### src/axi_xbar_pkg.sv
package axi_xbar_pkg;

	localparam int NUM_MASTERS = 2;
	localparam int NUM_SLAVES  = 2;
	// Master/slave links are numbered master * NUM_SLAVES + slave
	localparam int NUM_LINKS   = NUM_MASTERS * NUM_SLAVES;
	localparam int MIDX_WIDTH  = $clog2(NUM_MASTERS);
	localparam int SIDX_WIDTH  = $clog2(NUM_SLAVES);

	localparam int ID_WIDTH   = 4;
	// Slave side carries the master index as the top ID bit
	localparam int IDS_WIDTH  = ID_WIDTH + MIDX_WIDTH;
	localparam int ADDR_WIDTH = 32;
	localparam int DATA_WIDTH = 32;
	localparam int LEN_WIDTH  = 4;
	localparam int SIZE_WIDTH = 3;

	// Address windows with inclusive bounds
	localparam logic [0:NUM_SLAVES-1][ADDR_WIDTH-1:0] SLAVE_BASE = {32'h0000_0000, 32'h1000_0000};
	localparam logic [0:NUM_SLAVES-1][ADDR_WIDTH-1:0] SLAVE_END  = {32'h0fff_ffff, 32'h1fff_ffff};

	typedef enum logic [1:0] {
		BURST_FIXED = 2'b00,
		BURST_INCR  = 2'b01,
		BURST_WRAP  = 2'b10
	} burst_e;

	typedef enum logic [1:0] {
		RESP_OKAY   = 2'b00,
		RESP_EXOKAY = 2'b01,
		RESP_SLVERR = 2'b10,
		RESP_DECERR = 2'b11
	} resp_e;

	typedef enum logic {
		R_IDLE  = 1'b0,
		R_BURST = 1'b1
	} r_state_e;

	// First requester at or after ptr or -1 when nobody requests
	function automatic int rr_pick(input logic [31:0] req, input int ptr, input int n);
		int idx;
		rr_pick = -1;
		for (int k = n - 1; k >= 0; k--) begin
			idx = (ptr + k) % n;
			if (req[idx])
				rr_pick = idx;
		end
	endfunction

endpackage
### src/xbar_r_if.sv
`timescale 1ns/1ns

interface xbar_r_if import axi_xbar_pkg::*; ();

	// Master-side ID with the index bit already stripped
	logic [ID_WIDTH-1:0]   id;
	logic [DATA_WIDTH-1:0] data;
	resp_e                 resp;
	logic                  last;
	logic                  valid;
	logic                  ready;

	modport src (
		output id, data, resp, last, valid,
		input  ready
	);

	modport dst (
		input  id, data, resp, last, valid,
		output ready
	);

endinterface

### src/xbar_ar_if.sv
`timescale 1ns/1ns

interface xbar_ar_if import axi_xbar_pkg::*; ();

	logic [ID_WIDTH-1:0]   id;
	logic [ADDR_WIDTH-1:0] addr;
	logic [LEN_WIDTH-1:0]  len;
	logic [SIZE_WIDTH-1:0] size;
	burst_e                burst;
	logic                  valid;
	logic                  ready;

	// Ingress side
	modport src (
		output id, addr, len, size, burst, valid,
		input  ready
	);

	// Slave port arbiter side
	modport dst (
		input  id, addr, len, size, burst, valid,
		output ready
	);

endinterface

### src/axi_xbar.sv
`timescale 1ns/1ns

module axi_xbar
	import axi_xbar_pkg::*;
(
	input  logic                                 aclk,
	input  logic                                 reset,

	// Master side read address
	input  logic [0:NUM_MASTERS-1][ID_WIDTH-1:0]   arid_m,
	input  logic [0:NUM_MASTERS-1][ADDR_WIDTH-1:0] araddr_m,
	input  logic [0:NUM_MASTERS-1][LEN_WIDTH-1:0]  arlen_m,
	input  logic [0:NUM_MASTERS-1][SIZE_WIDTH-1:0] arsize_m,
	input  logic [0:NUM_MASTERS-1][1:0]            arburst_m,
	input  logic [0:NUM_MASTERS-1]                 arvalid_m,
	output wire  [0:NUM_MASTERS-1]                 arready_m,
	// Master side read data
	output wire  [0:NUM_MASTERS-1][ID_WIDTH-1:0]   rid_m,
	output wire  [0:NUM_MASTERS-1][DATA_WIDTH-1:0] rdata_m,
	output wire  [0:NUM_MASTERS-1][1:0]            rresp_m,
	output wire  [0:NUM_MASTERS-1]                 rlast_m,
	output wire  [0:NUM_MASTERS-1]                 rvalid_m,
	input  logic [0:NUM_MASTERS-1]                 rready_m,

	// Slave side read address
	output wire  [0:NUM_SLAVES-1][IDS_WIDTH-1:0]   arid_s,
	output wire  [0:NUM_SLAVES-1][ADDR_WIDTH-1:0]  araddr_s,
	output wire  [0:NUM_SLAVES-1][LEN_WIDTH-1:0]   arlen_s,
	output wire  [0:NUM_SLAVES-1][SIZE_WIDTH-1:0]  arsize_s,
	output wire  [0:NUM_SLAVES-1][1:0]             arburst_s,
	output wire  [0:NUM_SLAVES-1]                  arvalid_s,
	input  logic [0:NUM_SLAVES-1]                  arready_s,
	// Slave side read data
	input  logic [0:NUM_SLAVES-1][IDS_WIDTH-1:0]   rid_s,
	input  logic [0:NUM_SLAVES-1][DATA_WIDTH-1:0]  rdata_s,
	input  logic [0:NUM_SLAVES-1][1:0]             rresp_s,
	input  logic [0:NUM_SLAVES-1]                  rlast_s,
	input  logic [0:NUM_SLAVES-1]                  rvalid_s,
	output wire  [0:NUM_SLAVES-1]                  rready_s
);

	// One link per master/slave pair in each direction
	xbar_ar_if ar_link [NUM_LINKS] ();
	xbar_r_if  r_link  [NUM_LINKS] ();

	for (genvar m = 0; m < NUM_MASTERS; m++) begin : g_master
		xbar_ingress #(.MASTER_IDX(m)) u_ingress (
			.aclk     (aclk),
			.reset    (reset),
			.arid     (arid_m[m]),
			.araddr   (araddr_m[m]),
			.arlen    (arlen_m[m]),
			.arsize   (arsize_m[m]),
			.arburst  (burst_e'(arburst_m[m])),
			.arvalid  (arvalid_m[m]),
			.arready  (arready_m[m]),
			.to_slave (ar_link)
		);

		xbar_r_router #(.MASTER_IDX(m)) u_router (
			.aclk       (aclk),
			.reset      (reset),
			.from_slave (r_link),
			.rid        (rid_m[m]),
			.rdata      (rdata_m[m]),
			.rresp      (rresp_m[m]),
			.rlast      (rlast_m[m]),
			.rvalid     (rvalid_m[m]),
			.rready     (rready_m[m])
		);
	end

	for (genvar s = 0; s < NUM_SLAVES; s++) begin : g_slave
		xbar_egress #(.SLAVE_IDX(s)) u_egress (
			.aclk        (aclk),
			.reset       (reset),
			.from_master (ar_link),
			.to_master   (r_link),
			.arid_s      (arid_s[s]),
			.araddr_s    (araddr_s[s]),
			.arlen_s     (arlen_s[s]),
			.arsize_s    (arsize_s[s]),
			.arburst_s   (arburst_s[s]),
			.arvalid_s   (arvalid_s[s]),
			.arready_s   (arready_s[s]),
			.rid_s       (rid_s[s]),
			.rdata_s     (rdata_s[s]),
			.rresp_s     (resp_e'(rresp_s[s])),
			.rlast_s     (rlast_s[s]),
			.rvalid_s    (rvalid_s[s]),
			.rready_s    (rready_s[s])
		);
	end

endmodule

### src/xbar_r_router.sv
`timescale 1ns/1ns

module xbar_r_router
	import axi_xbar_pkg::*;
#(
	parameter int MASTER_IDX = 0
)
(
	input  logic                  aclk,
	input  logic                  reset,
	xbar_r_if.dst                 from_slave [NUM_LINKS],
	output logic [ID_WIDTH-1:0]   rid,
	output logic [DATA_WIDTH-1:0] rdata,
	output resp_e                 rresp,
	output logic                  rlast,
	output logic                  rvalid,
	input  logic                  rready
);

	r_state_e              state;
	logic [SIDX_WIDTH-1:0] lock_q;
	logic [SIDX_WIDTH-1:0] rr_ptr;
	logic [SIDX_WIDTH-1:0] pick;
	logic [SIDX_WIDTH-1:0] sel;
	logic [NUM_SLAVES-1:0] s_valid;
	logic [NUM_SLAVES-1:0] s_last;
	logic [ID_WIDTH-1:0]   s_id   [NUM_SLAVES];
	logic [DATA_WIDTH-1:0] s_data [NUM_SLAVES];
	resp_e                 s_resp [NUM_SLAVES];
	logic                  pick_any;
	logic                  beat_done;
	int                    pick_int;

	for (genvar s = 0; s < NUM_SLAVES; s++) begin : g_slave
		assign s_valid[s] = from_slave[MASTER_IDX*NUM_SLAVES + s].valid;
		assign s_last[s]  = from_slave[MASTER_IDX*NUM_SLAVES + s].last;
		assign s_id[s]    = from_slave[MASTER_IDX*NUM_SLAVES + s].id;
		assign s_data[s]  = from_slave[MASTER_IDX*NUM_SLAVES + s].data;
		assign s_resp[s]  = from_slave[MASTER_IDX*NUM_SLAVES + s].resp;
		assign from_slave[MASTER_IDX*NUM_SLAVES + s].ready = rready && (sel == SIDX_WIDTH'(s));
	end

	// Candidate for the next burst, only used while idle
	assign pick_int = rr_pick(32'(s_valid), int'(rr_ptr), NUM_SLAVES);
	assign pick_any = (pick_int >= 0);
	assign pick     = SIDX_WIDTH'(pick_int);

	assign sel       = (state == R_BURST) ? lock_q : pick;
	assign rvalid    = s_valid[sel];
	assign rid       = s_id[sel];
	assign rdata     = s_data[sel];
	assign rresp     = s_resp[sel];
	assign rlast     = s_last[sel];
	assign beat_done = rvalid && rready && rlast;

	always_ff @(posedge aclk) begin
		if (reset) begin
			state  <= R_IDLE;
			lock_q <= '0;
			rr_ptr <= '0;
		end else begin
			case (state)
				R_IDLE: begin
					if (pick_any) begin
						lock_q <= pick;
						// Lock as soon as a beat shows, unless it finishes at once
						if (beat_done)
							rr_ptr <= SIDX_WIDTH'((pick_int + 1) % NUM_SLAVES);
						else
							state <= R_BURST;
					end
				end
				R_BURST: begin
					if (beat_done) begin
						state  <= R_IDLE;
						rr_ptr <= SIDX_WIDTH'((int'(lock_q) + 1) % NUM_SLAVES);
					end
				end
				default: state <= R_IDLE;
			endcase
		end
	end

	a_lock_hold: assert property (@(posedge aclk) disable iff (reset)
		state == R_BURST && !beat_done |=> state == R_BURST && $stable(lock_q))
		else $error("master %0d read data lock moved inside a burst", MASTER_IDX);

endmodule

### src/xbar_egress.sv
`timescale 1ns/1ns

module xbar_egress
	import axi_xbar_pkg::*;
#(
	parameter int SLAVE_IDX = 0
)
(
	input  logic                  aclk,
	input  logic                  reset,
	xbar_ar_if.dst                from_master [NUM_LINKS],
	xbar_r_if.src                 to_master [NUM_LINKS],
	output logic [IDS_WIDTH-1:0]  arid_s,
	output logic [ADDR_WIDTH-1:0] araddr_s,
	output logic [LEN_WIDTH-1:0]  arlen_s,
	output logic [SIZE_WIDTH-1:0] arsize_s,
	output burst_e                arburst_s,
	output logic                  arvalid_s,
	input  logic                  arready_s,
	input  logic [IDS_WIDTH-1:0]  rid_s,
	input  logic [DATA_WIDTH-1:0] rdata_s,
	input  resp_e                 rresp_s,
	input  logic                  rlast_s,
	input  logic                  rvalid_s,
	output logic                  rready_s
);

	logic [NUM_MASTERS-1:0] req;
	logic [ID_WIDTH-1:0]    req_id    [NUM_MASTERS];
	logic [ADDR_WIDTH-1:0]  req_addr  [NUM_MASTERS];
	logic [LEN_WIDTH-1:0]   req_len   [NUM_MASTERS];
	logic [SIZE_WIDTH-1:0]  req_size  [NUM_MASTERS];
	burst_e                 req_burst [NUM_MASTERS];
	logic [NUM_MASTERS-1:0] r_ready;
	logic [MIDX_WIDTH-1:0]  rr_ptr;
	logic [MIDX_WIDTH-1:0]  win_idx;
	logic [MIDX_WIDTH-1:0]  r_dest;
	logic                   win_any;
	logic                   out_free;
	logic                   grant;
	int                     win;

	// Returning beats go to the master named by the RID top bit
	assign r_dest   = rid_s[IDS_WIDTH-1 -: MIDX_WIDTH];
	assign rready_s = r_ready[r_dest];

	for (genvar m = 0; m < NUM_MASTERS; m++) begin : g_master
		assign req[m]       = from_master[m*NUM_SLAVES + SLAVE_IDX].valid;
		assign req_id[m]    = from_master[m*NUM_SLAVES + SLAVE_IDX].id;
		assign req_addr[m]  = from_master[m*NUM_SLAVES + SLAVE_IDX].addr;
		assign req_len[m]   = from_master[m*NUM_SLAVES + SLAVE_IDX].len;
		assign req_size[m]  = from_master[m*NUM_SLAVES + SLAVE_IDX].size;
		assign req_burst[m] = from_master[m*NUM_SLAVES + SLAVE_IDX].burst;
		assign from_master[m*NUM_SLAVES + SLAVE_IDX].ready = grant && (win_idx == MIDX_WIDTH'(m));

		assign to_master[m*NUM_SLAVES + SLAVE_IDX].valid = rvalid_s && (r_dest == MIDX_WIDTH'(m));
		assign to_master[m*NUM_SLAVES + SLAVE_IDX].id    = rid_s[ID_WIDTH-1:0];
		assign to_master[m*NUM_SLAVES + SLAVE_IDX].data  = rdata_s;
		assign to_master[m*NUM_SLAVES + SLAVE_IDX].resp  = rresp_s;
		assign to_master[m*NUM_SLAVES + SLAVE_IDX].last  = rlast_s;
		assign r_ready[m] = to_master[m*NUM_SLAVES + SLAVE_IDX].ready;
	end

	// Output register frees on the slave handshake
	assign out_free = !arvalid_s || arready_s;
	assign win      = rr_pick(32'(req), int'(rr_ptr), NUM_MASTERS);
	assign win_any  = (win >= 0);
	assign win_idx  = MIDX_WIDTH'(win);
	assign grant    = out_free && win_any;

	always_ff @(posedge aclk) begin
		if (reset) begin
			arvalid_s <= 1'b0;
			rr_ptr    <= '0;
		end else if (grant) begin
			arvalid_s <= 1'b1;
			// Priority moves past the winner
			rr_ptr    <= MIDX_WIDTH'((win + 1) % NUM_MASTERS);
		end else if (arready_s) begin
			arvalid_s <= 1'b0;
		end
	end

	always_ff @(posedge aclk) begin
		if (grant) begin
			arid_s    <= {win_idx, req_id[win_idx]};
			araddr_s  <= req_addr[win_idx];
			arlen_s   <= req_len[win_idx];
			arsize_s  <= req_size[win_idx];
			arburst_s <= req_burst[win_idx];
		end
	end

	a_ar_hold: assert property (@(posedge aclk) disable iff (reset)
		arvalid_s && !arready_s |=> arvalid_s && $stable(arid_s) && $stable(araddr_s)
			&& $stable(arlen_s) && $stable(arsize_s) && $stable(arburst_s))
		else $error("slave %0d AR request changed before arready", SLAVE_IDX);

endmodule

### src/xbar_ingress.sv
`timescale 1ns/1ns

module xbar_ingress
	import axi_xbar_pkg::*;
#(
	parameter int MASTER_IDX = 0
)
(
	input  logic                  aclk,
	input  logic                  reset,
	input  logic [ID_WIDTH-1:0]   arid,
	input  logic [ADDR_WIDTH-1:0] araddr,
	input  logic [LEN_WIDTH-1:0]  arlen,
	input  logic [SIZE_WIDTH-1:0] arsize,
	input  burst_e                arburst,
	input  logic                  arvalid,
	output logic                  arready,
	xbar_ar_if.src                to_slave [NUM_LINKS]
);

	logic                  full;
	logic [NUM_SLAVES-1:0] hit;
	logic [NUM_SLAVES-1:0] hit_q;
	logic [NUM_SLAVES-1:0] taken;
	logic [ID_WIDTH-1:0]   id_q;
	logic [ADDR_WIDTH-1:0] addr_q;
	logic [LEN_WIDTH-1:0]  len_q;
	logic [SIZE_WIDTH-1:0] size_q;
	burst_e                burst_q;

	// Window compare against the fixed map
	always_comb begin
		for (int s = 0; s < NUM_SLAVES; s++) begin
			hit[s] = (araddr >= SLAVE_BASE[s]) && (araddr <= SLAVE_END[s]);
		end
	end

	assign arready = !full;

	always_ff @(posedge aclk) begin
		if (reset) begin
			full <= 1'b0;
		end else if (arvalid && arready) begin
			full <= 1'b1;
		end else if (|taken) begin
			full <= 1'b0;
		end
	end

	always_ff @(posedge aclk) begin
		if (arvalid && arready) begin
			hit_q   <= hit;
			id_q    <= arid;
			addr_q  <= araddr;
			len_q   <= arlen;
			size_q  <= arsize;
			burst_q <= arburst;
		end
	end

	// Only the decoded slave sees valid
	for (genvar s = 0; s < NUM_SLAVES; s++) begin : g_link
		assign to_slave[MASTER_IDX*NUM_SLAVES + s].valid = full && hit_q[s];
		assign to_slave[MASTER_IDX*NUM_SLAVES + s].id    = id_q;
		assign to_slave[MASTER_IDX*NUM_SLAVES + s].addr  = addr_q;
		assign to_slave[MASTER_IDX*NUM_SLAVES + s].len   = len_q;
		assign to_slave[MASTER_IDX*NUM_SLAVES + s].size  = size_q;
		assign to_slave[MASTER_IDX*NUM_SLAVES + s].burst = burst_q;
		assign taken[s] = full && hit_q[s] && to_slave[MASTER_IDX*NUM_SLAVES + s].ready;
	end

	// An accepted address must land in exactly one window
	a_decode_hit: assert property (@(posedge aclk) disable iff (reset)
		arvalid && arready |=> $onehot(hit_q))
		else $error("master %0d read address %h outside the address map", MASTER_IDX, addr_q);

endmodule

### config.mk
export PLATFORM = sky130hd
export DESIGN_NAME = axi_xbar
export DESIGN_NICKNAME = d
export VERILOG_FILES = /design/src/axi_xbar_pkg.sv /design/src/xbar_r_if.sv /design/src/xbar_ar_if.sv /design/src/axi_xbar.sv /design/src/xbar_r_router.sv /design/src/xbar_egress.sv /design/src/xbar_ingress.sv
export SDC_FILE = /design/constraint.sdc
export NUM_CORES = 1
export LEC_CHECK = 0
export BUFFER_PORTS_ARGS = -buffer_cell sky130_fd_sc_hd__buf_2
export CAP_MARGIN = 20
export CORE_MARGIN = 2
export CORE_UTILIZATION = 40
export DETAILED_ROUTE_END_ITERATION = 16
export GPL_TIMING_DRIVEN = 0
export PLACE_DENSITY = 0.69
export SLEW_MARGIN = 30
export SYNTH_ARGS = -nofsm -noshare
export SYNTH_HDL_FRONTEND = slang
export SYNTH_SLANG_ARGS = --single-unit
### constraint.sdc
create_clock -name aclk -period 5.6 [get_ports aclk]
set_input_delay 0.56 -clock aclk [delete_from_list [all_inputs] [get_ports aclk]]
set_output_delay 0.56 -clock aclk [all_outputs]
set_load 0.02 [all_outputs]
# Word level (Yosys, flattened, before mapping)
# Cells that the tools add are included.
# word_totals
reg_bits	198
latchBits	0
mem_bits_rw	0
romBits	0
inputBits	180
output_inout_bits	178
elab_cells	254
n_memories	0
# classes
add_sub_neg	10
mul	0
div_mod_pow	0
magnitude_cmp	28
n_eq_ne	6
shift	0
mux	112
bitwise_logic	16
n_reduce_logical	48
# ops
op	count
32-bit two-way mux	20
32-bit by 1-bit >= comparator with 1-bit output, second input constant	6
4-bit two-way mux	18
32-bit by 29-bit >= comparator with 1-bit output, second input constant	2
32-bit by 28-bit less-or-equal comparator with 1-bit output, second input constant	2
32-bit by 29-bit less-or-equal comparator with 1-bit output, second input constant	2
1-bit two-way mux	48
1-bit logical AND	32
2-bit by 7-bit < comparator with 1-bit output, second input constant	4
1-bit by 6-bit < comparator with 1-bit output, second input constant	4
2-bit two-way mux	12
3-bit two-way mux	6
1-bit adder, second input constant	10
1-bit binary-select mux with 2-bit select	4
2-bit >= comparator, second input constant	4
1-bit by 2-bit < comparator with 1-bit output, second input constant	4
2-bit by 1-bit != test with 1-bit output, second input constant	4
1-bit NOT	8
1-bit NOT with 2-bit output	4
1-bit one-hot mux with 2 select lines	4
2-bit nonzero test	4
3-bit AND reduction	2
1-bit bitwise AND, first input constant	4
1-bit logical NOT	4
other kinds (4)	8

# Logic depth before layout (Yosys ltp)
# depth
depth_word	15
mapped_depth	7
mapped_depth_nobuf	4

# Least setup slack after synthesis
# Ideal clock, no wire load.
# synth_timing
kind	in2reg
start	input port arvalid_m[0] (netlist name)
end	register g_master[0].u_ingress.full
setup_time_ns	0.088
arrival_ns	3.064
required_ns	5.512
setup_slack_ns	2.448
cell_stages	3
n_path_buf	0
path_cell_list	nor2b_1 nor2_1 a211oi_1
# synth_via
elab_chain_len	2
word_cells_on_any_way	3
cone_classes	1 x mux; 2 x reduce/logical
# synth_rtl
element	line	rtl
start, declared	axi_xbar.sv:15	input logic [0:NUM_MASTERS-1] arvalid_m,
1-bit logical AND *	xbar_ingress.sv:43	end else if (arvalid && arready) begin
1-bit two-way mux / 2-bit nonzero test (equally long branches)	--	
end signal, assigned	xbar_ingress.sv:42	full <= 1'b0;
end signal, assigned	xbar_ingress.sv:44	full <= 1'b1;
end signal, assigned	xbar_ingress.sv:46	full <= 1'b0;
end, declared	xbar_ingress.sv:21	logic full;
# Every way passes the cells marked *; elsewhere a longest branch is shown, timed or not.
# A chain may end at the register's enable or synchronous reset.

==> metrics <==
status=completed; CTS resizes=0; setup ws final=about 2.7 ns; Lkg Pwr=about 4.6 nW; Die Ht=about 150 µm; crit path capture type=output pin; Placer Congestion=about 0.89; Mapped Nets=659; # clock sinks=198; number of enable flip-flop cells after synthesis=186; # setup viols final=0; number of global-route vias before repair=between 5000 and 6000; most common cell in the netlist=edfxtp_1; mean area per synthesized cell=between 15 and 20 µm²; Max Freq=roughly 350 MHz; Area contributors post-synth=edfxtp_1, mux2_2, dfxtp_1; Post-Syn Area=8381 µm²; register area share after synthesis=69.51%; Final ANT Viol Nets=0; Peak supply drop=about 0.00021 V; Std-Cell Rows=52; Worst EP required=a little over 5 ns; hold path start=araddr_m[40]; critical path class=in2out; R2R Path Start=g_master[0].u_ingress.full; Setup Total Neg Slack=0 ns; CTS root buffer=clkbuf_16; first-pass GRT wire length=between 30000 and 40000 µm; Crit-path slowest cell=mux2_2; CP Launch Point=rid_s[4]; Area growth syn-to-layout=36.07%; Yosys warnings=0; Core Box Area=around 20000 µm²; Pre-antenna DRT Iters=4; Hold Path Class=in2reg; Total Routing Usage GR=between 20% and 30%; top cell type's share of synthesized area=66.65%; Worst setup SP type=primary input; period utilization=51.13%; H-Tree Depth=4; I/O Pins=around 360; Die X=148.7 µm; CTS Buf Count=17; Critical Path Max Stage Delay=0.42 ns; worst-case clock buffer depth=2; Final #Nets=1044; largest net degree at the start of global routing=20; count of cell types in the netlist=32; Die ar.=22130 µm²; postcts setup bufs=0; PD cells=326.2 nW/µm²; Hold Buf Count CTS=0; GRT Residual Overflow=0; DRT iter0 DRCs=244; cell taking the most area after synthesis=edfxtp_1; Mapped Cells=~480; Routed WL=roughly 23000 µm; Period minus WS final=2.863 ns; dominant synthesized flop cell=edfxtp_1; RSZ-0062 raised after global routing=false; Synth Register Bits=198; dpl ws=2.728 ns; Arr. time, crit path=2.30 ns; Port Buffers=357; initial antenna violation count=5; final hold vios=0; Max Cap Viol=0; worst-margin pin slew=0.8173 ns; Crit Path Max Fanout=10; Starting Density=about two fifths; Max-slew headroom=45.51%; CP Cell Sequence=buf_2 -> and3_1 -> o31ai_4 -> buf_2 -> mux2_2 -> buf_2; Final Max Tran Viols=0; asr flop ratio synth=0%; Synth top cells by count=edfxtp_1, mux2_2, buf_2; CP dominant cell by count=buf_2; DRC violation count after routing=0; skew final=approximately 0.0092 ns; CTS tree=yes; Clock Pin Slew Worst Setup and Hold Paths=0.08 ns; Clk Latency, worst-skew pair=0.43 ns; vias per std cell=around 5; via count=~5700; Avg WL per Cell=20.23 µm; Final HPWL DP=~18000 µm; proportion of layout cells with a drive suffix above 1=between 60% and 70%
## metal layers
layer	wire length, µm	up-vias	share of wire (%)	GRT usage (%)
met2	12160	277	52	36.94
met1	9003	2775	39	24.56
met3	1876	21	8.0	5.321
met4	312	2	1.3	6.952
li1	-	2656	-	-
met5	13	-	0.056	0
## state kept, by name (all words and copies together) (netlist names)
| signal | cells |
|---|---|
| g_master.u_ingress.to_slave.addr | 64 |
| g_slave.u_egress.araddr_s | 64 |
| g_slave.u_egress.arid_s | 10 |
| g_master.u_ingress.to_slave.id | 8 |
| g_master.u_ingress.to_slave.len | 8 |
| g_slave.u_egress.arlen_s | 8 |
| g_master.u_ingress.to_slave.size | 6 |
| g_slave.u_egress.arsize_s | 6 |
| g_master.u_ingress.hit_q | 4 |
| g_master.u_ingress.to_slave.burst | 4 |
| g_slave.u_egress.arburst_s | 4 |
| g_master.u_ingress.full | 2 |
| g_master.u_router.lock_q | 2 |
| g_master.u_router.rr_ptr | 2 |
| g_master.u_router.state | 2 |
| g_slave.u_egress.arvalid_s | 2 |
| g_slave.u_egress.rr_ptr | 2 |
## critical path: cells and delay by family
family	cells	cell delay, ns
AOI/OAI and AO/OA	1	0.39
buffers and inverters	3	0.71
muxes	1	0.42
and+or+nand+nor	1	0.22
## worst paths after layout
kind	endpoint	cells past startpoint	slack, ns
hold / removal	g_master[0].u_ingress.to_slave[0].addr[8]	1	0.30
hold reg to reg	g_master[0].u_router.rr_ptr	2	0.46
setup / recovery	rdata_m[28]	6	2.74
setup reg to reg	g_slave[1].u_egress.arlen_s[0]	5	3.11
## per-stage QoR
stage | hold slack (ns) | cells | util [%] | total power [mW] | area [µm²]
global placement | 0.4450 | 1106 | 51.42 | 2.471 | 10510
finish | 0.3030 | 1155 | 55.82 | 3.719 | 11400
floorplan | 0.4336 | 479 | - | 2.209 | 8381
CTS | 0.2870 | 1147 | 55.72 | 3.754 | 11380
global route | 0.2834 | 1150 | 55.76 | 3.861 | 11390
detailed placement | 0.4569 | 1115 | 52.72 | 2.501 | 10770
## kinds of logic (layout without fill, tap and decap cells)
| kind of cell | after synthesis | in the layout | synth area share (%) |
|---|---|---|---|
| buf+inv | 36 | 434 | 2.284 |
| mux | 168 | 168 | 22.54 |
| simple gates | 48 | 48 | 3.076 |
| other cells | 0 | 8 | 0 |
| flops | 198 | 198 | 69.51 |
| compound gates | 29 | 29 | 2.583 |
## power breakdown
part,switching [mW],internal (mW)
clock,0.574,0.681
combinational,0.392,0.294
sequential,0.0359,1.74
total,1.00,2.72
## cell type report
type / instances / area [µm²]
diodes: 8 / 20.02
plain buffers: 30 / 168.9
clock buffers: 18 / 429.2
clock inverters: 14 / 183.9
fillers: 1669 / 9026
inverters: 6 / 22.52
multi-input cells: 245 / 2394
flip-flops and latches: 198 / 5826
well taps: 270 / 337.8
repair buffers: 366 / 2022
## placed cells by master, fill, tap and decap left out, types with 8 or more instances in the layout
master	instances
buf_2	372
nand2_1	9
buf_4	10
clkbuf_16	17
diode_2	8
buf_16	8
mux2_2	166
nor2_1	8
edfxtp_1	186
dfxtp_1	12
(Power assumes the default switching activity.)
